--- config.mk ---
export PLATFORM = sky130hd
export DESIGN_NAME = hazard_ctrl
export DESIGN_NICKNAME = d
export VERILOG_FILES = /design/src/hazard_pkg.sv /design/src/stage_match_if.sv /design/src/forward_select.sv /design/src/hazard_ctrl.sv /design/src/operand_match.sv /design/src/stall_detect.sv
export SDC_FILE = /design/constraint.sdc
export NUM_CORES = 1
export LEC_CHECK = 0
export BUFFER_PORTS_ARGS = -buffer_cell sky130_fd_sc_hd__buf_2
export CAP_MARGIN = 0
export CORE_AREA = 5 5 42 44
export DETAILED_ROUTE_END_ITERATION = 10
export DIE_AREA = 0 0 47 49
export PLACE_DENSITY = 0.73
export SYNTH_ARGS = -nofsm -noshare
export SYNTH_HDL_FRONTEND = slang
export SYNTH_SLANG_ARGS = --single-unit
--- constraint.sdc ---
create_clock -name vclk -period 2.5
set_input_delay 0 -clock vclk [all_inputs]
set_output_delay 0 -clock vclk [all_outputs]
set_load 0.02 [all_outputs]
--- src/hazard_pkg.sv ---
// Hazard and bypass controller package
// Register file widths, read port indices and forwarding mux encodings
`default_nettype none

package hazard_pkg;

  //////////////////////////////////////////////////
  // Register file geometry
  //////////////////////////////////////////////////

  // Read ports in ID, operand A and operand B
  localparam int unsigned NUM_READ_PORTS = 2;

  // Register address width for a 32 entry file, x0 reads as zero
  localparam int unsigned RF_ADDR_W = 5;

  // Port index of each operand within the read port vectors
  localparam int unsigned OP_A_PORT = 0;
  localparam int unsigned OP_B_PORT = 1;

  typedef logic [RF_ADDR_W-1:0] rf_addr_t;

  // One bit per read port, used for read enables and match vectors
  typedef logic [NUM_READ_PORTS-1:0] read_ports_t;

  //////////////////////////////////////////////////
  // Forwarding mux selects
  //////////////////////////////////////////////////

  // Operand source in ID; the encoding leaves 2'b11 free
  typedef enum logic [1:0] {
    SEL_REGFILE = 2'b00,
    SEL_FW_EX   = 2'b01,
    SEL_FW_WB   = 2'b10
  } fwd_sel_e;

  // Jump register target source, WB ALU results only
  typedef enum logic {
    SELJ_REGFILE = 1'b0,
    SELJ_FW_WB   = 1'b1
  } jalr_sel_e;

endpackage : hazard_pkg

`default_nettype wire

--- src/stage_match_if.sv ---
// Stage match bundle between the address matcher and its consumers
`default_nettype none

interface stage_match_if import hazard_pkg::*; ();

  // Register file write enables, already qualified with the stage valid bit
  logic        rf_we_ex;
  logic        rf_we_wb;

  // Per port address match against EX and WB
  // Gated with the read enable but not with the write enable
  read_ports_t ex_match;
  read_ports_t wb_match;

  // Operand A against the write address, read enable ignored
  // The jalr decode implies a read of port 0
  logic        ex_jalr_match;
  logic        wb_jalr_match;

  // The matcher drives everything
  modport producer (
    output rf_we_ex,
    output rf_we_wb,
    output ex_match,
    output wb_match,
    output ex_jalr_match,
    output wb_jalr_match
  );

  // Forwarding and stall logic only read
  modport consumer (
    input rf_we_ex,
    input rf_we_wb,
    input ex_match,
    input wb_match,
    input ex_jalr_match,
    input wb_jalr_match
  );

endinterface : stage_match_if

`default_nettype wire

--- src/forward_select.sv ---
// Forwarding mux control
// Chooses the source of operand A, operand B and the jump register target
`default_nettype none

module forward_select import hazard_pkg::*; (
  stage_match_if.consumer match,

  output fwd_sel_e  operand_a_sel_o,
  output fwd_sel_e  operand_b_sel_o,
  output jalr_sel_e jalr_sel_o
);

  //////////////////////////////////////////////////
  // Operand forwarding
  //////////////////////////////////////////////////

  always_comb begin
    // Register file unless a newer value is in flight
    operand_a_sel_o = SEL_REGFILE;
    operand_b_sel_o = SEL_REGFILE;

    // Older result first, WB to ID
    if (match.rf_we_wb) begin
      if (match.wb_match[OP_A_PORT]) begin
        operand_a_sel_o = SEL_FW_WB;
      end
      if (match.wb_match[OP_B_PORT]) begin
        operand_b_sel_o = SEL_FW_WB;
      end
    end

    // EX overrides WB as it holds the younger write to the same register
    // A load in EX gets this select too, but ID stalls on it anyway
    if (match.rf_we_ex) begin
      if (match.ex_match[OP_A_PORT]) begin
        operand_a_sel_o = SEL_FW_EX;
      end
      if (match.ex_match[OP_B_PORT]) begin
        operand_b_sel_o = SEL_FW_EX;
      end
    end
  end

  //////////////////////////////////////////////////
  // Jump register target
  //////////////////////////////////////////////////

  // Only WB feeds the jump target; an EX match makes the jalr stall instead
  // The select is a don't care when no jalr is in ID or when it stalls
  always_comb begin
    jalr_sel_o = SELJ_REGFILE;
    if (match.rf_we_wb && match.wb_jalr_match) begin
      jalr_sel_o = SELJ_FW_WB;
    end
  end

endmodule : forward_select

`default_nettype wire

--- src/hazard_ctrl.sv ---
// Hazard and operand bypass controller for the ID, EX and WB stages
// Forwarding selects and stall requests, fully combinational
`default_nettype none

module hazard_ctrl import hazard_pkg::*; (
  // ID stage
  input  read_ports_t rf_re_id_i,
  input  rf_addr_t    rf_raddr_a_id_i,
  input  rf_addr_t    rf_raddr_b_id_i,
  input  logic        id_valid_i,
  input  logic        id_jalr_i,
  input  logic        id_csr_i,
  input  logic        id_mret_i,
  input  logic        id_wfi_i,

  // EX stage
  input  logic        ex_valid_i,
  input  logic        ex_rf_we_i,
  input  rf_addr_t    ex_rf_waddr_i,
  input  logic        ex_lsu_en_i,
  input  logic        ex_csr_en_i,
  input  logic        ex_mret_i,
  input  logic        ex_wfi_i,

  // WB stage
  input  logic        wb_valid_i,
  input  logic        wb_rf_we_i,
  input  rf_addr_t    wb_rf_waddr_i,
  input  logic        wb_lsu_en_i,
  input  logic        wb_csr_en_i,
  input  logic        wb_mret_i,
  input  logic        wb_ready_i,

  // Forwarding mux selects
  output fwd_sel_e    operand_a_sel_o,
  output fwd_sel_e    operand_b_sel_o,
  output jalr_sel_e   jalr_sel_o,

  // Stall requests
  output logic        load_stall_o,
  output logic        jalr_stall_o,
  output logic        csr_stall_o,
  output logic        wfi_stall_o
);

  // Shared match results, one producer and two consumers
  stage_match_if match_if ();

  // Write qualification and address compares
  operand_match i_operand_match (
    .rf_re_id_i      (rf_re_id_i),
    .rf_raddr_a_id_i (rf_raddr_a_id_i),
    .rf_raddr_b_id_i (rf_raddr_b_id_i),
    .ex_valid_i      (ex_valid_i),
    .ex_rf_we_i      (ex_rf_we_i),
    .ex_rf_waddr_i   (ex_rf_waddr_i),
    .wb_valid_i      (wb_valid_i),
    .wb_rf_we_i      (wb_rf_we_i),
    .wb_rf_waddr_i   (wb_rf_waddr_i),
    .match           (match_if.producer)
  );

  // Operand and jump target source selection
  forward_select i_forward_select (
    .match           (match_if.consumer),
    .operand_a_sel_o (operand_a_sel_o),
    .operand_b_sel_o (operand_b_sel_o),
    .jalr_sel_o      (jalr_sel_o)
  );

  // Stall requests towards the ID stage
  stall_detect i_stall_detect (
    .match        (match_if.consumer),
    .id_valid_i   (id_valid_i),
    .id_jalr_i    (id_jalr_i),
    .id_csr_i     (id_csr_i),
    .id_mret_i    (id_mret_i),
    .id_wfi_i     (id_wfi_i),
    .ex_valid_i   (ex_valid_i),
    .ex_lsu_en_i  (ex_lsu_en_i),
    .ex_csr_en_i  (ex_csr_en_i),
    .ex_mret_i    (ex_mret_i),
    .ex_wfi_i     (ex_wfi_i),
    .wb_valid_i   (wb_valid_i),
    .wb_lsu_en_i  (wb_lsu_en_i),
    .wb_csr_en_i  (wb_csr_en_i),
    .wb_mret_i    (wb_mret_i),
    .wb_ready_i   (wb_ready_i),
    .load_stall_o (load_stall_o),
    .jalr_stall_o (jalr_stall_o),
    .csr_stall_o  (csr_stall_o),
    .wfi_stall_o  (wfi_stall_o)
  );

endmodule : hazard_ctrl

`default_nettype wire

--- src/operand_match.sv ---
// Operand address matcher
// Compares the ID read addresses with the EX and WB write addresses
`default_nettype none

module operand_match import hazard_pkg::*; (
  // ID read requests
  input  read_ports_t rf_re_id_i,
  input  rf_addr_t    rf_raddr_a_id_i,
  input  rf_addr_t    rf_raddr_b_id_i,

  // EX write back state
  input  logic        ex_valid_i,
  input  logic        ex_rf_we_i,
  input  rf_addr_t    ex_rf_waddr_i,

  // WB write back state
  input  logic        wb_valid_i,
  input  logic        wb_rf_we_i,
  input  rf_addr_t    wb_rf_waddr_i,

  stage_match_if.producer match
);

  // Read addresses gathered into an array so the generate loop can index them
  rf_addr_t    rf_raddr_id [NUM_READ_PORTS];
  read_ports_t ex_match;
  read_ports_t wb_match;

  assign rf_raddr_id[OP_A_PORT] = rf_raddr_a_id_i;
  assign rf_raddr_id[OP_B_PORT] = rf_raddr_b_id_i;

  // A bubble in EX or WB may carry a stale write enable, so it is masked here once
  assign match.rf_we_ex = ex_rf_we_i && ex_valid_i;
  assign match.rf_we_wb = wb_rf_we_i && wb_valid_i;

  //////////////////////////////////////////////////
  // Per port address compare
  //////////////////////////////////////////////////

  for (genvar i = 0; i < NUM_READ_PORTS; i++) begin : gen_port_match
    // Equal address, not x0, and the port is actually read
    assign ex_match[i] = (ex_rf_waddr_i == rf_raddr_id[i]) && |rf_raddr_id[i] && rf_re_id_i[i];
    assign wb_match[i] = (wb_rf_waddr_i == rf_raddr_id[i]) && |rf_raddr_id[i] && rf_re_id_i[i];
  end

  assign match.ex_match = ex_match;
  assign match.wb_match = wb_match;

  // Jump register base compare on port 0
  // The read enable is left out since jalr always reads rs1
  assign match.ex_jalr_match = (ex_rf_waddr_i == rf_raddr_id[OP_A_PORT]) &&
                               |rf_raddr_id[OP_A_PORT];
  assign match.wb_jalr_match = (wb_rf_waddr_i == rf_raddr_id[OP_A_PORT]) &&
                               |rf_raddr_id[OP_A_PORT];

endmodule : operand_match

`default_nettype wire

--- src/stall_detect.sv ---
// Stall request logic
// Raises the load-use, jump register, CSR and WFI stalls for ID
`default_nettype none

module stall_detect import hazard_pkg::*; (
  stage_match_if.consumer match,

  // ID instruction
  input  logic id_valid_i,
  input  logic id_jalr_i,
  input  logic id_csr_i,
  input  logic id_mret_i,
  input  logic id_wfi_i,

  // EX instruction
  input  logic ex_valid_i,
  input  logic ex_lsu_en_i,
  input  logic ex_csr_en_i,
  input  logic ex_mret_i,
  input  logic ex_wfi_i,

  // WB instruction
  input  logic wb_valid_i,
  input  logic wb_lsu_en_i,
  input  logic wb_csr_en_i,
  input  logic wb_mret_i,
  input  logic wb_ready_i,

  output logic load_stall_o,
  output logic jalr_stall_o,
  output logic csr_stall_o,
  output logic wfi_stall_o
);

  // Valid qualified decode flags
  logic jalr_id;
  logic csr_read_id;
  logic lsu_ex;
  logic lsu_wb;
  logic csr_write_ex;
  logic csr_write_wb;

  //////////////////////////////////////////////////
  // Flag qualification
  //////////////////////////////////////////////////

  assign jalr_id = id_jalr_i && id_valid_i;

  // WFI counts as a CSR reader since it looks at mstatus and the privilege level
  assign csr_read_id = id_valid_i && (id_csr_i || id_mret_i || id_wfi_i);

  assign lsu_ex = ex_lsu_en_i && ex_valid_i;
  assign lsu_wb = wb_lsu_en_i && wb_valid_i;

  // mret updates mstatus implicitly, so it writes CSR state like an explicit access
  assign csr_write_ex = ex_valid_i && (ex_csr_en_i || ex_mret_i);
  assign csr_write_wb = wb_valid_i && (wb_csr_en_i || wb_mret_i);

  //////////////////////////////////////////////////
  // Stall requests
  //////////////////////////////////////////////////

  // Load data only exists in WB, so a load in EX feeding ID has to wait
  // A WB match only hurts while WB is held in a data wait state
  assign load_stall_o = (lsu_ex && match.rf_we_ex && |match.ex_match) ||
                        (!wb_ready_i && match.rf_we_wb && |match.wb_match);

  // The jump target path has no EX bypass and no load bypass from WB
  // A WB ALU result is forwarded instead of stalling
  assign jalr_stall_o = jalr_id &&
                        ((match.rf_we_ex && match.ex_jalr_match) ||
                         (match.rf_we_wb && match.wb_jalr_match && lsu_wb));

  // Conservative ordering; any CSR reader waits for any CSR writer downstream
  assign csr_stall_o = csr_read_id && (csr_write_ex || csr_write_wb);

  // Hold ID while WFI sits in EX so no load or store slips past it
  assign wfi_stall_o = ex_wfi_i && ex_valid_i;

endmodule : stall_detect

`default_nettype wire

==> metrics.csv, run 1 <==
metric,value,unit
status,completed,
crit path cell chain,buf_2 > or4_4 > nor2_4 > nor4_2 > and3_1 > a211o_1 > buf_2,
Antenna Nets Post-Route,0,
# IOs,48,
critical-path cell with the highest stage delay,or4_4,
leakage dissipation,0.3283,nW
total grt overflow,0,
fmax,703.9,MHz
RSZ-0062 raised after global routing,false,
Worst Tran Pin Value,0.4534,ns
"Cell Area, Synth",385.4,um2
WS Path Type,input port to output port,
setup TNS,0,ns
first-pass GRT wire length,2.125,mm
Crit. End Element,output port,
HP Class,input port to output port,
PostCTS Resize Cnt,0,
via/cell ratio,4.906,
n_diodes,0,
initial antenna violation count,0,
Sequential Area,0,um2
min cycle time layout,1.421,ns
Final #Nets,142,
"Setup violations, final",0,
most frequent cells in the layout,"48 x buf_2, 15 x xnor2_1, 5 x xor2_1",
RD Place Congestion,0.7796,
# rows,14,
area grow syn2layout,67.53,%
Syn Area/Cell,7.271,um2
core area,1401,um2
Starting Density,27.50,%
max_cap viols,0,
CP max stage delay,0.54,ns
warnings from Yosys,0,
Final Non-Filler Cells,117,
Placed Cells,117,
"commonest non-fill, non-tap cell in the layout",buf_2,
crit-path most repeated cell,buf_2,
DP HPWL,1.315,mm
critical path peak fanout,3,
Die Ht,49,um
gr usage total,11.58,%
CP startpoint kind,input port,
register area share after synthesis,0,%
pins over their slew limit,0,
DRT Pass-1 Iters,3,
Synth Net Count,92,
initial drt markers,5,
Hold Buf Count CTS,0,
worst hold slack,0.3267,ns
Cell Pwr Density,144.3,nW/um2
ratio of cells with drive above 1 in the final layout,52.48,%
DIE WIDTH,47,um
Worst EP arrival,1.42,ns
vias in the first global route,563,
Final period util,56.82,%
Setup Buffers After CTS,0,
Finished Core Util,46.07,%
clkbuf count,0,
sequential cell count,0,
final hold vios,0,
Vias,574,
WL/cell,12.05,um
IO Port Bufs,48,
die area,2303,um2
Mapped Cells,53,
Peak VDD IR,0.00007261,V
largest net degree at the start of global routing,7,
Remaining DRCs,0,
Slew HR,69.35,%
FILL cells,160,
library cells used by synthesis,21,
Post-Route WL,1.410,mm
Critical Path RT,2.50,ns
-- synthesized netlist by cell type --
master	n	share of area (%)
nor4_1	1	1.6
a21oi_1	3	3.9
or4_1	2	3.9
o21ai_1	1	1.3
or3_2	1	1.9
nor4b_1	1	2.3
and3_1	3	4.9
nor4_2	1	3.2
and2_1	2	3.2
xor2_1	5	11
nand4_1	3	4.9
o31ai_1	1	1.9
o21ai_0	2	2.6
a211o_1	1	2.3
nor2_1	2	1.9
or4_4	1	2.9
nand2_1	3	2.9
nor2_4	1	2.9
and3_2	1	1.9
nand3_1	3	3.9
xnor2_1	15	34
-- where the power goes --
group	internal [W]	switching, W	leakage (nW)
combinational	0.0000493	0.0000439	0.328
clock	0	0	0
sequential	0	0	0
total	0.0000493	0.0000439	0.328
-- metrics by stage --
| stage | worst slack, ns | area, um2 | power [W] |
|---|---|---|---|
| after CTS | 1.071 | 645.6 | 0.00009402 |
| after floorplan | 0.9235 | 385.4 | 0.00004212 |
| after global routing | 1.009 | 645.6 | 0.0001025 |
| after global placement | 1.078 | 645.6 | 0.00009126 |
| final | 1.079 | 645.6 | 0.00009314 |
| after detailed placement | 1.074 | 645.6 | 0.00009353 |
-- final cells by class --
type | instances | area [um2] | share of cell area (%)
well taps | 16 | 20.02 | 3.101
multi-input cells | 53 | 385.4 | 59.69
repair buffers | 48 | 240.2 | 37.21
-- cell families after synthesis --
logic type / count (synthesis) / share of synthesized area (%)
AND/OR/NAND/NOR: 25 / 42.53
AO/OA/AOI/OAI: 8 / 12.01
XOR/XNOR: 20 / 45.46
-- routing by layer --
| layer | wire length (um) | global-route usage [%] | vias to the layer above | part of all wire, % |
|---|---|---|---|---|
| met5 | 0 | 0 | - | 0 |
| met4 | 0 | 0.9217 | 0 | 0 |
| met3 | 234 | 1.476 | 0 | 17 |
| met2 | 663 | 21.49 | 38 | 47 |
| met1 | 512 | 13.91 | 244 | 36 |
| li1 | - | - | 292 | - |
-- path summary, 6_finish.rpt --
| check | start | endpoint | slack [ns] | cells past startpoint |
|---|---|---|---|---|
| max | rf_raddr_a_id_i[1] | load_stall_o | 1.08 | 7 |
| min | ex_wfi_i | wfi_stall_o | 0.33 | 3 |
-- worst max-delay path, delay by kind of cell --
family / cells / cell delay (ns)
and+or+nand+nor: 4 / 0.89
buffers and inverters: 2 / 0.29
AOI/OAI and AO/OA: 1 / 0.26
Power figures use the tool's default switching activity.
==> inputs of run 2 (changes only) <==
Settings changed: PLACE_DENSITY 0.73 to 0.76.
Clock period 2.5 ns to 1.3 ns, I/O delays scaled along.
==> metrics.csv, run 2 (same netlist as run 1, synthesis figures left out) <==
metric,value,unit,change
status,"finished, violations left",,
failing checks,negative setup slack,,
max_cap viols,0,,unchanged
Peak VDD IR,0.0001474,V,+100%
RSZ-0062 raised after global routing,true,,
Post-DP Area,744.5,um2,+15%
Slew HR,81.77,%,+12 points
Finished Core Util,61.25,%,+15 points
Worst EP arrival,1.39,ns,-0.03 ns
Logic pwr share,100.0,%,about the same
HP Class,input port to output port,,
initial drt markers,11,,+6
vias in the first global route,597,,+6.0%
min cycle time layout,1.394,ns,
via/cell ratio,4.962,,+1.1%
post-route cell area,858.3,um2,+33%
ratio of cells with drive above 1 in the final layout,67.54,%,+15 points
n_diodes,0,,unchanged
Vias,645,,+12%
Sw Share,43.68,%,-3.4 points
DRT Pass-1 Iters,4,,+1
IO Port Bufs,48,,unchanged
total grt overflow,0,,unchanged
clkbuf count,0,,unchanged
Cell Pwr Density,271.1,nW/um2,+88%
area of the multi-input gates,454.2,um2,+18%
WL/cell,12.87,um,+6.8%
# IOs,48,,unchanged
worst setup path end,load_stall_o,,
Sw Pwr,0.0001017,W,+130%
Final #Nets,155,,+9.2%
CP startpoint kind,input port,,
sequential share of power,0,%,unchanged
Final period util,107.3,%,
area grow syn2layout,122.7,%,
Starting Density,27.50,%,unchanged
"Setup violations, final",1,,+1
pins over their slew limit,0,,unchanged
Post-Route WL,1.673,mm,+19%
most frequent cells in the layout,"40 x buf_2, 14 x buf_4, 13 x xnor2_1",,
Worst Tran Pin Value,0.2711,ns,-0.1823 ns
Clk pwr share,0,%,unchanged
Sequential Area,0,um2,unchanged
largest net degree at the start of global routing,7,,unchanged
RD Place Congestion,0.7864,,+0.87%
Die Ht,49,um,unchanged
Design Power,0.0002327,W,+150%
FILL cells,132,,-18%
Crit. End Element,output port,,
"commonest non-fill, non-tap cell in the layout",buf_2,,
core area,1401,um2,unchanged
# rows,14,,unchanged
leakage dissipation,0.4167,nW,+27%
first-pass GRT wire length,2.277,mm,+7.2%
final hold vios,0,,unchanged
DIE WIDTH,47,um,unchanged
WS Path Type,input port to output port,,
DP HPWL,1.435,mm,+9.2%
sequential cell count,0,,unchanged
critical path peak fanout,3,,unchanged
gr usage total,12.63,%,+1.1 points
Antenna Nets Post-Route,0,,unchanged
initial antenna violation count,0,,unchanged
fmax,717.2,MHz,
Remaining DRCs,0,,unchanged
Worst setup startpoint,rf_raddr_b_id_i[1],,
cell-internal power,0.0001311,W,+170%
Setup WS post-layout,-0.09433,ns,-1.174 ns
Critical Path RT,1.30,ns,-1.20 ns
die area,2303,um2,unchanged
[run 2: what timing repair did]
action	in CTS	in global routing
setup buffers	0	1
hold buffers	0	0
resized for setup	16	9
pin swaps	11	8
setup endpoints to repair	4	6
[run 2: worst min path at each step]
stage	startpoint	end	slack (ns)	cells after the start
6_report	ex_wfi_i	wfi_stall_o	0.32	3
5_1_grt	ex_wfi_i	wfi_stall_o	0.35	3
4_1_cts	ex_wfi_i	wfi_stall_o	0.33	3
3_5_place_dp	ex_wfi_i	wfi_stall_o	0.33	3
3_3_place_gp	ex_wfi_i	wfi_stall_o	0.33	3
2_1_floorplan	id_valid_i	jalr_stall_o	0.12	2
[run 2: stage by stage]
stage	hold WS (ns)	setup WS, ns	TNS, ns	cells
final	0.3231	-0.09433	-0.09433	130
after CTS	0.3260	-0.07313	-0.07481	129
after floorplan	0.1237	0.03276	0	53
after detailed placement	0.3265	-0.1074	-0.2351	129
after global routing	0.3536	-0.1140	-0.2284	130
after global placement	0.3254	-0.1007	-0.1546	129
[run 2: critical path, stage by stage]
cell	delay, ns
buf_6	0.10
or4_4	0.54
o21ai_4	0.14
or4_4	0.15
a21oi_2	0.04
a211o_1	0.29
buf_6	0.14
[run 2: per-layer routing]
layer | vias to the layer above | share of wire, % | GRT usage [%] | wire, um
li1 | 322 | - | - | -
met1 | 283 | 30 | 13.04 | 510
met2 | 40 | 54 | 26.02 | 905
met3 | 0 | 15 | 1.845 | 257
met4 | 0 | 0 | 0 | 0
met5 | - | 0 | 0 | 0
[run 2: area by class of cell]
class              instances  area share, %
multi-input cells         53          52.92
repair buffers            61          44.75
well taps                 16          2.332
[run 2: power groups by stage]
stage | logic, W | registers [W] | clock network, W
2_1_floorplan | 0.0000822 | 0 | 0
3_3_place_gp | 0.000198 | 0 | 0
3_5_place_dp | 0.000205 | 0 | 0
4_1_cts | 0.000218 | 0 | 0
5_1_grt | 0.000249 | 0 | 0
6_report | 0.000233 | 0 | 0
